## config.mk

```make
export PLATFORM = sky130hd
export DESIGN_NAME = me_top
export DESIGN_NICKNAME = d
export VERILOG_FILES = /design/src/source/me_pkg.sv /design/src/source/me_ctrl.sv /design/src/source/me_min_sad.sv /design/src/source/me_pe_array.sv /design/src/source/me_top.sv
export SDC_FILE = /design/constraint.sdc
export NUM_CORES = 1
export LEC_CHECK = 0
export BUFFER_PORTS_ARGS = -buffer_cell sky130_fd_sc_hd__buf_2
export CAP_MARGIN = 40
export CORE_MARGIN = 4
export CORE_UTILIZATION = 50
export CTS_BUF_LIST = sky130_fd_sc_hd__clkbuf_8
export DETAILED_ROUTE_END_ITERATION = 12
export PLACE_DENSITY = 0.8
export RECOVER_POWER = 100
export SYNTH_ARGS = -nofsm -noshare
export SYNTH_HDL_FRONTEND = slang
export SYNTH_HIERARCHICAL = 1
export SYNTH_SLANG_ARGS = --single-unit
```

## constraint.sdc

```tcl
create_clock -name clk_i -period 21.6 [get_ports clk_i]
set_clock_uncertainty 0.1 [all_clocks]
set_input_delay 1.08 -clock clk_i [delete_from_list [all_inputs] [get_ports clk_i]]
set_output_delay 1.08 -clock clk_i [all_outputs]
set_load 0.05 [all_outputs]
```

## src/source/me_pkg.sv

```systemverilog
package me_pkg;

  // grayscale pixel depth
  localparam int PixelW = 8;

  typedef logic [PixelW-1:0] pixel_t;

  // sequencer states with one candidate row per SCAN/DRAIN/COMPARE round
  typedef enum logic [2:0] {
    IDLE,     // waiting for a start edge
    SCAN,     // stepping through the reference block
    DRAIN,    // last pixel still coming back from memory
    COMPARE,  // row sums ready for the minimum tracker
    DONE      // result final, busy drops next
  } ctrl_state_e;

endpackage

```

## src/source/me_ctrl.sv

```systemverilog
module me_ctrl #(
  parameter int  RefSize    = 4,
  parameter int  SearchSize = 8,
  localparam int PeNum      = SearchSize - RefSize + 1,
  localparam int RefAw      = (RefSize > 1) ? $clog2(RefSize * RefSize) : 1,
  localparam int SearchAw   = (SearchSize > 1) ? $clog2(SearchSize * SearchSize) : 1,
  localparam int PosW       = (PeNum > 1) ? $clog2(PeNum) : 1
) (
  input  logic                               clk_i,
  input  logic                               rst_ni,
  input  logic                               start_i,
  output logic [RefAw-1:0]                   ref_raddr_o,
  output logic [PeNum-1:0][SearchAw-1:0]     search_raddr_o,
  output logic                               acc_clear_o,
  output logic                               acc_en_o,
  output logic                               row_valid_o,
  output logic [PosW-1:0]                    cand_row_o,
  output logic                               search_init_o,
  output logic                               busy_o,
  output logic                               finish_o
);

  localparam int RefCw = (RefSize > 1) ? $clog2(RefSize) : 1;

  me_pkg::ctrl_state_e state_q, state_d;

  logic                start_q;
  logic                start_edge;
  logic [PosW-1:0]     cand_row_q, cand_row_d;
  logic [RefCw-1:0]    ref_row_q, ref_row_d;
  logic [RefCw-1:0]    ref_col_q, ref_col_d;
  logic                ref_last;
  logic                busy_d, finish_d;
  logic                scan_q;  // memory data of this cycle belongs to the row
  logic                first_q; // memory data of this cycle is pixel (0,0)
  logic [SearchAw-1:0] search_row_base;

  assign start_edge = start_i & ~start_q & ~busy_o; // ignored while a run is active
  assign ref_last   = (ref_row_q == RefCw'(RefSize - 1)) && (ref_col_q == RefCw'(RefSize - 1));

  always_comb begin
    state_d    = state_q;
    cand_row_d = cand_row_q;
    ref_row_d  = ref_row_q;
    ref_col_d  = ref_col_q;
    busy_d     = busy_o;
    finish_d   = finish_o;
    unique case (state_q)
      me_pkg::IDLE: begin
        if (start_edge) begin
          state_d    = me_pkg::SCAN;
          cand_row_d = '0;
          busy_d     = 1'b1;
          finish_d   = 1'b0; // previous result no longer valid
        end
      end
      me_pkg::SCAN: begin
        if (ref_last) begin
          ref_row_d = '0;
          ref_col_d = '0;
          state_d   = me_pkg::DRAIN;
        end else if (ref_col_q == RefCw'(RefSize - 1)) begin
          ref_col_d = '0;
          ref_row_d = ref_row_q + 1'b1;
        end else begin
          ref_col_d = ref_col_q + 1'b1; // raster order
        end
      end
      me_pkg::DRAIN: begin
        state_d = me_pkg::COMPARE;
      end
      me_pkg::COMPARE: begin
        if (cand_row_q == PosW'(PeNum - 1)) begin
          state_d = me_pkg::DONE;
        end else begin
          cand_row_d = cand_row_q + 1'b1;
          state_d    = me_pkg::SCAN;
        end
      end
      me_pkg::DONE: begin
        state_d  = me_pkg::IDLE;
        busy_d   = 1'b0;
        finish_d = 1'b1; // held in IDLE until the next start
      end
      default: begin
        state_d = me_pkg::IDLE;
      end
    endcase
  end

  always_ff @(posedge clk_i) begin
    if (!rst_ni) begin
      state_q    <= me_pkg::IDLE;
      start_q    <= 1'b0;
      cand_row_q <= '0;
      ref_row_q  <= '0;
      ref_col_q  <= '0;
      busy_o     <= 1'b0;
      finish_o   <= 1'b0;
      scan_q     <= 1'b0;
      first_q    <= 1'b0;
    end else begin
      state_q    <= state_d;
      start_q    <= start_i;
      cand_row_q <= cand_row_d;
      ref_row_q  <= ref_row_d;
      ref_col_q  <= ref_col_d;
      busy_o     <= busy_d;
      finish_o   <= finish_d;
      // memories answer one cycle after the address
      scan_q     <= (state_q == me_pkg::SCAN);
      first_q    <= (state_q == me_pkg::SCAN) && (ref_row_q == '0) && (ref_col_q == '0);
    end
  end

  // reference block is read in raster order
  assign ref_raddr_o = RefAw'(int'(ref_row_q) * RefSize + int'(ref_col_q));

  // lane k looks at candidate column k of the current candidate row
  always_comb begin
    search_row_base = SearchAw'((int'(cand_row_q) + int'(ref_row_q)) * SearchSize);
    for (int k = 0; k < PeNum; k++) begin
      search_raddr_o[k] = search_row_base + SearchAw'(k) + SearchAw'(ref_col_q);
    end
  end

  assign acc_en_o      = scan_q;
  assign acc_clear_o   = first_q;
  assign row_valid_o   = (state_q == me_pkg::COMPARE);
  assign cand_row_o    = cand_row_q;
  assign search_init_o = start_edge;

endmodule

```

## src/source/me_min_sad.sv

```systemverilog
module me_min_sad #(
  parameter int  RefSize    = 4,
  parameter int  SearchSize = 8,
  localparam int PeNum      = SearchSize - RefSize + 1,
  localparam int SadW       = me_pkg::PixelW + $clog2(RefSize * RefSize),
  localparam int PosW       = (PeNum > 1) ? $clog2(PeNum) : 1
) (
  input  logic                               clk_i,
  input  logic                               rst_ni,
  input  logic                               search_init_i,
  input  logic                               row_valid_i,
  input  logic [PosW-1:0]                    cand_row_i,
  input  logic [PeNum-1:0][SadW-1:0]         pe_sad_i,
  output logic [SadW-1:0]                    min_sad_o,
  output logic [PosW-1:0]                    min_row_o,
  output logic [PosW-1:0]                    min_col_o
);

  logic [SadW-1:0] row_min;
  logic [PosW-1:0] row_min_col;
  logic            first_row; // no candidate row seen since search_init

  // strict compare keeps the lowest column on ties
  always_comb begin
    row_min     = pe_sad_i[0];
    row_min_col = '0;
    for (int k = 1; k < PeNum; k++) begin
      if (pe_sad_i[k] < row_min) begin
        row_min     = pe_sad_i[k];
        row_min_col = PosW'(k);
      end
    end
  end

  always_ff @(posedge clk_i) begin
    if (!rst_ni) begin
      first_row <= 1'b0;
      min_sad_o <= '0;
      min_row_o <= '0;
      min_col_o <= '0;
    end else if (search_init_i) begin
      first_row <= 1'b1;
      min_sad_o <= '0;
      min_row_o <= '0;
      min_col_o <= '0;
    end else if (row_valid_i) begin
      first_row <= 1'b0;
      if (first_row || (row_min < min_sad_o)) begin // earlier row wins ties
        min_sad_o <= row_min;
        min_row_o <= cand_row_i;
        min_col_o <= row_min_col;
      end
    end
  end

endmodule

```

## src/source/me_pe_array.sv

```systemverilog
module me_pe_array #(
  parameter int  RefSize    = 4,
  parameter int  SearchSize = 8,
  localparam int PeNum      = SearchSize - RefSize + 1,
  localparam int SadW       = me_pkg::PixelW + $clog2(RefSize * RefSize)
) (
  input  logic                               clk_i,
  input  logic                               rst_ni,
  input  logic                               acc_clear_i,
  input  logic                               acc_en_i,
  input  me_pkg::pixel_t                     ref_pixel_i,
  input  me_pkg::pixel_t [PeNum-1:0]         search_pixel_i,
  output logic [PeNum-1:0][SadW-1:0]         pe_sad_o
);

  me_pkg::pixel_t [PeNum-1:0] abs_diff;

  // same reference pixel goes to every lane
  always_comb begin
    for (int k = 0; k < PeNum; k++) begin
      if (search_pixel_i[k] > ref_pixel_i) begin
        abs_diff[k] = search_pixel_i[k] - ref_pixel_i;
      end else begin
        abs_diff[k] = ref_pixel_i - search_pixel_i[k];
      end
    end
  end

  always_ff @(posedge clk_i) begin
    if (!rst_ni) begin
      pe_sad_o <= '0;
    end else if (acc_en_i) begin
      for (int k = 0; k < PeNum; k++) begin
        if (acc_clear_i) begin
          pe_sad_o[k] <= SadW'(abs_diff[k]); // first pixel of a candidate row
        end else begin
          pe_sad_o[k] <= pe_sad_o[k] + SadW'(abs_diff[k]);
        end
      end
    end
  end

endmodule

```

## src/source/me_top.sv

```systemverilog
module me_top #(
  parameter int  RefSize    = 4,
  parameter int  SearchSize = 8,
  localparam int PeNum      = SearchSize - RefSize + 1,
  localparam int RefAw      = (RefSize > 1) ? $clog2(RefSize * RefSize) : 1,
  localparam int SearchAw   = (SearchSize > 1) ? $clog2(SearchSize * SearchSize) : 1,
  localparam int SadW       = me_pkg::PixelW + $clog2(RefSize * RefSize),
  localparam int PosW       = (PeNum > 1) ? $clog2(PeNum) : 1
) (
  input  logic                               clk_i,
  input  logic                               rst_ni,
  input  logic                               start_i,
  output logic [RefAw-1:0]                   ref_raddr_o,
  input  me_pkg::pixel_t                     ref_rdata_i,
  output logic [PeNum-1:0][SearchAw-1:0]     search_raddr_o,
  input  me_pkg::pixel_t [PeNum-1:0]         search_rdata_i,
  output logic                               busy_o,
  output logic                               finish_o,
  output logic [SadW-1:0]                    min_sad_o,
  output logic [PosW-1:0]                    min_row_o,
  output logic [PosW-1:0]                    min_col_o
);

  logic                       acc_clear;
  logic                       acc_en;
  logic                       row_valid;
  logic                       search_init;
  logic [PosW-1:0]            cand_row;
  logic [PeNum-1:0][SadW-1:0] pe_sad; // one SAD per candidate column

  me_ctrl #(
    .RefSize    (RefSize),
    .SearchSize (SearchSize)
  ) u_ctrl (
    .clk_i          (clk_i),
    .rst_ni         (rst_ni),
    .start_i        (start_i),
    .ref_raddr_o    (ref_raddr_o),
    .search_raddr_o (search_raddr_o),
    .acc_clear_o    (acc_clear),
    .acc_en_o       (acc_en),
    .row_valid_o    (row_valid),
    .cand_row_o     (cand_row),
    .search_init_o  (search_init),
    .busy_o         (busy_o),
    .finish_o       (finish_o)
  );

  me_pe_array #(
    .RefSize    (RefSize),
    .SearchSize (SearchSize)
  ) u_pe_array (
    .clk_i          (clk_i),
    .rst_ni         (rst_ni),
    .acc_clear_i    (acc_clear),
    .acc_en_i       (acc_en),
    .ref_pixel_i    (ref_rdata_i),    // broadcast to all lanes
    .search_pixel_i (search_rdata_i),
    .pe_sad_o       (pe_sad)
  );

  me_min_sad #(
    .RefSize    (RefSize),
    .SearchSize (SearchSize)
  ) u_min_sad (
    .clk_i         (clk_i),
    .rst_ni        (rst_ni),
    .search_init_i (search_init),
    .row_valid_i   (row_valid),
    .cand_row_i    (cand_row),
    .pe_sad_i      (pe_sad),
    .min_sad_o     (min_sad_o),
    .min_row_o     (min_row_o),
    .min_col_o     (min_col_o)
  );

endmodule

```

==> impl_summary.md <==
Die
The die is around 160 um tall. In this run the standard cell core region covers 22,600 um^2. For this design the top-level I/O count stands at roughly 110. The floorplan has 55 rows.

The floorplan step defined a die boundary enclosing ~25,000 um^2. The initial utilization of the core area, before any placement, comes to 0.506. The horizontal die dimension is between 150 and 200 um.

Clock tree
After clock tree synthesis, the repair step resized 0 gates. No sink is reached through more buffers than the 2 on the longest clock path. The clock tree from TritonCTS is built. The tree built by TritonCTS fans out to 94 sinks. The number of H-tree branching levels is 3. The count of hold buffers inserted by post-cts repair is 0. The number of clock buffers inserted by TritonCTS is 9. The tree is rooted in a sky130_fd_sc_hd__clkbuf_8.

The clock reaches the later pin of the worst-skew pair after about 0.4 ns. Clock-pin slew was measured on the worst setup and hold paths at around 0.09 ns. The number of setup buffers added after CTS is 0.

Min path
The class of the tightest hold or removal check is reg2reg. The launch instance of the worst min-delay path is u_ctrl/finish_o$_SDFFE_PN0P_. The worst hold path depth is 2. The worst hold path terminates at u_ctrl/finish_o$_SDFFE_PN0P_.

Logic synthesis
After technology mapping, the gate count stands at 1,410. Summing every instance area after synthesis gives 11,400 um^2. The synthesis-stage register bit count is 94. The share of the Yosys chip area taken by registers is 0.165.

Synthesis instantiated between 90 and 100 different standard cells from the library. After synthesis, the most frequently instantiated cells are 181 x sky130_fd_sc_hd__ha_1, 140 x sky130_fd_sc_hd__inv_1, 108 x sky130_fd_sc_hd__a21oi_1, 94 x sky130_fd_sc_hd__dfxtp_1, 82 x sky130_fd_sc_hd__nor2_1. The share of synthesized area in the top cell type comes to 0.198. A synthesized cell averages roughly 8.1 um^2.

After synthesis, the cell types taking the most area are sky130_fd_sc_hd__ha_1 20%, sky130_fd_sc_hd__dfxtp_1 16%, sky130_fd_sc_hd__mux2i_1 6.6%. The largest area contributor in the netlist is sky130_fd_sc_hd__ha_1. The number of nets in the synthesized netlist is 1,658. In the post-synthesis netlist, the cell with the most instances is sky130_fd_sc_hd__ha_1.

During synthesis, Yosys emitted a total of 6 warnings. The dominant synthesized flop cell is sky130_fd_sc_hd__dfxtp_1. The share of flip-flops with an asynchronous set or reset after synthesis is 0. The number of enable-type register cells in the synthesized netlist is 0.

Critical path
For this design, the slowest cell found on the critical path is sky130_fd_sc_hd__a21o_1. The critical-path maximum fanout is 20. Counting both buffers and inverters, the worst setup path holds a total of 3.

The data arrival time of the critical path is ~13 ns. For flop-to-flop paths, the worst setup slack is between 8 and 9 ns. The critical path's most frequent cell is sky130_fd_sc_hd__a21o_1. The worst register-to-register path has a depth of 47. In this design, the stage delay of the slowest critical-path cell is ~0.56 ns.

The worst setup path is of the reg2reg kind. For the worst setup path, the data required time is roughly 22 ns. The startpoint kind of the worst setup timing path is a flip-flop. Broken down by cell family, the worst path's largest delay share belongs to compound AO/OA/AOI/OAI gates. The path length in cells of the critical path is 47. The category of the worst setup path capture point is a flip-flop.

In this run the critical register-to-register path is launched from u_pe_array/pe_sad_o[9]$_SDFFE_PN0P_. The endpoint of the lowest-slack register-to-register path is u_min_sad/min_col_o[0]$_SDFFE_PP0P_.

STA
The final sum of negative setup slack is 0 ns. Setup violations remaining at the end of the flow were counted as 0. The number of failing hold endpoints at the final stage was 0.

The post-route clock period utilization is 0.590. The maximum clock frequency is between 70 and 80 MHz. Headroom to the max-slew limit came out at -0.183. Setup repair after global routing left no endpoint under its margin. The max-slew violation total from the final report is 62. The clock period could shrink to approximately 13 ns. The measured slew at the worst slew-check pin is 1.78 ns.

Drt
In the detailed route, the total length drawn on met3 is approximately 2100 um. The number of detailed-route iterations in the first pass is 5. The detailed-route wire length on metal 1 is around 14,000 um. For this block, the via count after detailed routing is between 10,000 and 15,000. The number of remaining DRC errors is 0. For this block, the initial DRC count from the detailed router was 780.

The detailed router used layers up to and including met4. The routed wire length per instance is around 17 um. After detailed routing, the met2 layer carries 13,600 um of wire.

Dividing the detail-routed via count by the number of cells gives roughly 6.1. The routed design has roughly 30,000 um of wire. Once detail routing completed, the nets flagged for antenna violations numbered 0.

Run status
The checks that failed: capacitance limit, slew limit. The flow ran to the end, but the final reports show violations.

Global routing
The initial antenna violation count is 0. The global-route congestion overflow total is 0. Entering global routing, the biggest net connects 52 pins.

The first global-routing pass estimated 48,800 um of wire. The number of global-route vias before repair came to between 9,000 and 10,000. The combined global-route utilization of all metal layers is 0.227.

Placement
The placement-stage cell area is ~12,000 um^2. At the end of routability-driven placement, the weighted congestion stood at approximately 0.94. The number of port buffers is 102.

Detailed placement finished with a half-perimeter wire length of around 24,000 um.

Layout
The share of cells above drive strength 1 is 0.0631. The final layout net count is roughly 1,700. The antenna diode count is 0. Once layout is done, the placed cells without fillers occupy 12,000 um^2. Compared with the post-synthesis result, the final layout area differs by 4.69%.

Flow run
The number of violations of the max-capacitance limit is 3.

Pwr
The power density normalized to cell area is 84.5 nW/um^2. VDD sags by at most 69.2 uV. The standby leakage power is ~5.5 nW. The completed layout was analyzed and its total power is between 1 and 1.5 mW.
worst min-delay path, delay by kind of cell, from the launching register on:
family         cells  cell delay, ns
flip-flops         1            0.32
AO/OA/AOI/OAI      2            0.12
state kept, by name (all words and copies together) (netlist names):
register             flops
u_min_sad/min_row_o      3
u_ctrl/acc_en_o          1
u_min_sad/min_sad_o     12
u_ctrl/acc_clear_o       1
u_ctrl/busy_o            1
u_ctrl/finish_o          1
u_ctrl/cand_row_o        3
u_pe_array/pe_sad_o     60
u_ctrl/ref_col_q         2
u_ctrl/start_q           1
u_ctrl/ref_row_q         2
u_min_sad/first_row      1
u_min_sad/min_col_o      3
u_ctrl/state_q           3
power by group:
| group | total [mW] | internal (mW) | switching, mW |
|---|---|---|---|
| sequential | 0.197 | 0.182 | 0.0152 |
| combinational | 0.697 | 0.292 | 0.406 |
| clock | 0.115 | 0.0506 | 0.0646 |
| total | 1.01 | 0.525 | 0.485 |
placed cells by master (no fill, tap or decap), types with 12 or more instances in the layout:
cell type / n
sky130_fd_sc_hd__inv_1: 141
sky130_fd_sc_hd__clkbuf_1: 55
sky130_fd_sc_hd__nor2_1: 82
sky130_fd_sc_hd__xnor2_1: 32
sky130_fd_sc_hd__o21a_1: 20
sky130_fd_sc_hd__nand3_1: 29
sky130_fd_sc_hd__ha_1: 181
sky130_fd_sc_hd__a31oi_1: 26
sky130_fd_sc_hd__o21ai_0: 75
sky130_fd_sc_hd__a21oi_1: 108
sky130_fd_sc_hd__fa_1: 16
sky130_fd_sc_hd__nor3_1: 19
sky130_fd_sc_hd__nor2b_1: 19
sky130_fd_sc_hd__a221o_1: 16
sky130_fd_sc_hd__dfxtp_1: 94
sky130_fd_sc_hd__or3_1: 14
sky130_fd_sc_hd__a211oi_1: 27
sky130_fd_sc_hd__a21o_1: 53
sky130_fd_sc_hd__nand2_1: 79
sky130_fd_sc_hd__nand4_1: 13
sky130_fd_sc_hd__clkbuf_8: 12
sky130_fd_sc_hd__xor2_1: 30
sky130_fd_sc_hd__buf_2: 49
sky130_fd_sc_hd__mux2i_1: 75
final cells by class:
type	instances	area, um^2
clock buffers	12	165
inverters	143	537
clock inverters	4	21.3
fillers	2139	10600
well taps	285	357
multi-input cells	1094	8490
flip-flops and latches	94	1880
repair buffers	110	500
kinds of logic (layout without fill, tap and decap cells):
kind of cell             Yosys count  count (layout)  synth area share
AO/OA/AOI/OAI                    433             433             0.259
AND/OR/NAND/NOR                  317             317             0.141
buffers and inverters            222             269            0.0868
adder cells (fa/ha/maj)          197             197             0.226
flip-flops                        94              94             0.165
multiplexers                      83              83            0.0736
XOR/XNOR                          62              62            0.0476
other                              2               2          0.000658
through the flow:
step | util | hold slack [ns] | setup WS [ns] | std cells
floorplan | - | 0.356 | 10.98 | 1410
global placement | 0.526 | 0.341 | 10.09 | 1723
detailed placement | 0.527 | 0.364 | 9.46 | 1726
CTS | 0.535 | 0.376 | 9.39 | 1742
global route | 0.530 | 0.393 | 8.06 | 1742
finish | 0.530 | 0.377 | 8.87 | 1742
worst max-delay path by stage:
stage / startpoint / end / slack (ns)
2_1_floorplan: u_pe_array/pe_sad_o[9]$_SDFFE_PN0P_ / u_min_sad/min_sad_o[10]$_SDFFE_PP0P_ / 10.98
3_5_place_dp: u_pe_array/pe_sad_o[9]$_SDFFE_PN0P_ / u_min_sad/min_sad_o[9]$_SDFFE_PP0P_ / 9.46
6_report: u_pe_array/pe_sad_o[9]$_SDFFE_PN0P_ / u_min_sad/min_col_o[0]$_SDFFE_PP0P_ / 8.87
3_3_place_gp: u_pe_array/pe_sad_o[9]$_SDFFE_PN0P_ / u_min_sad/min_sad_o[2]$_SDFFE_PP0P_ / 10.09
4_1_cts: u_pe_array/pe_sad_o[9]$_SDFFE_PN0P_ / u_min_sad/min_sad_o[5]$_SDFFE_PP0P_ / 9.39
5_1_grt: u_pe_array/pe_sad_o[9]$_SDFFE_PN0P_ / u_min_sad/min_col_o[0]$_SDFFE_PP0P_ / 8.06
layer usage:
metal  vias up  global-route usage
li1       5186                   -
met1      5004               0.312
met2       400               0.376
met3        43              0.0339
met4         0              0.0592
met5         -                   0
Note: power is estimated with default switching activity, not from simulation.
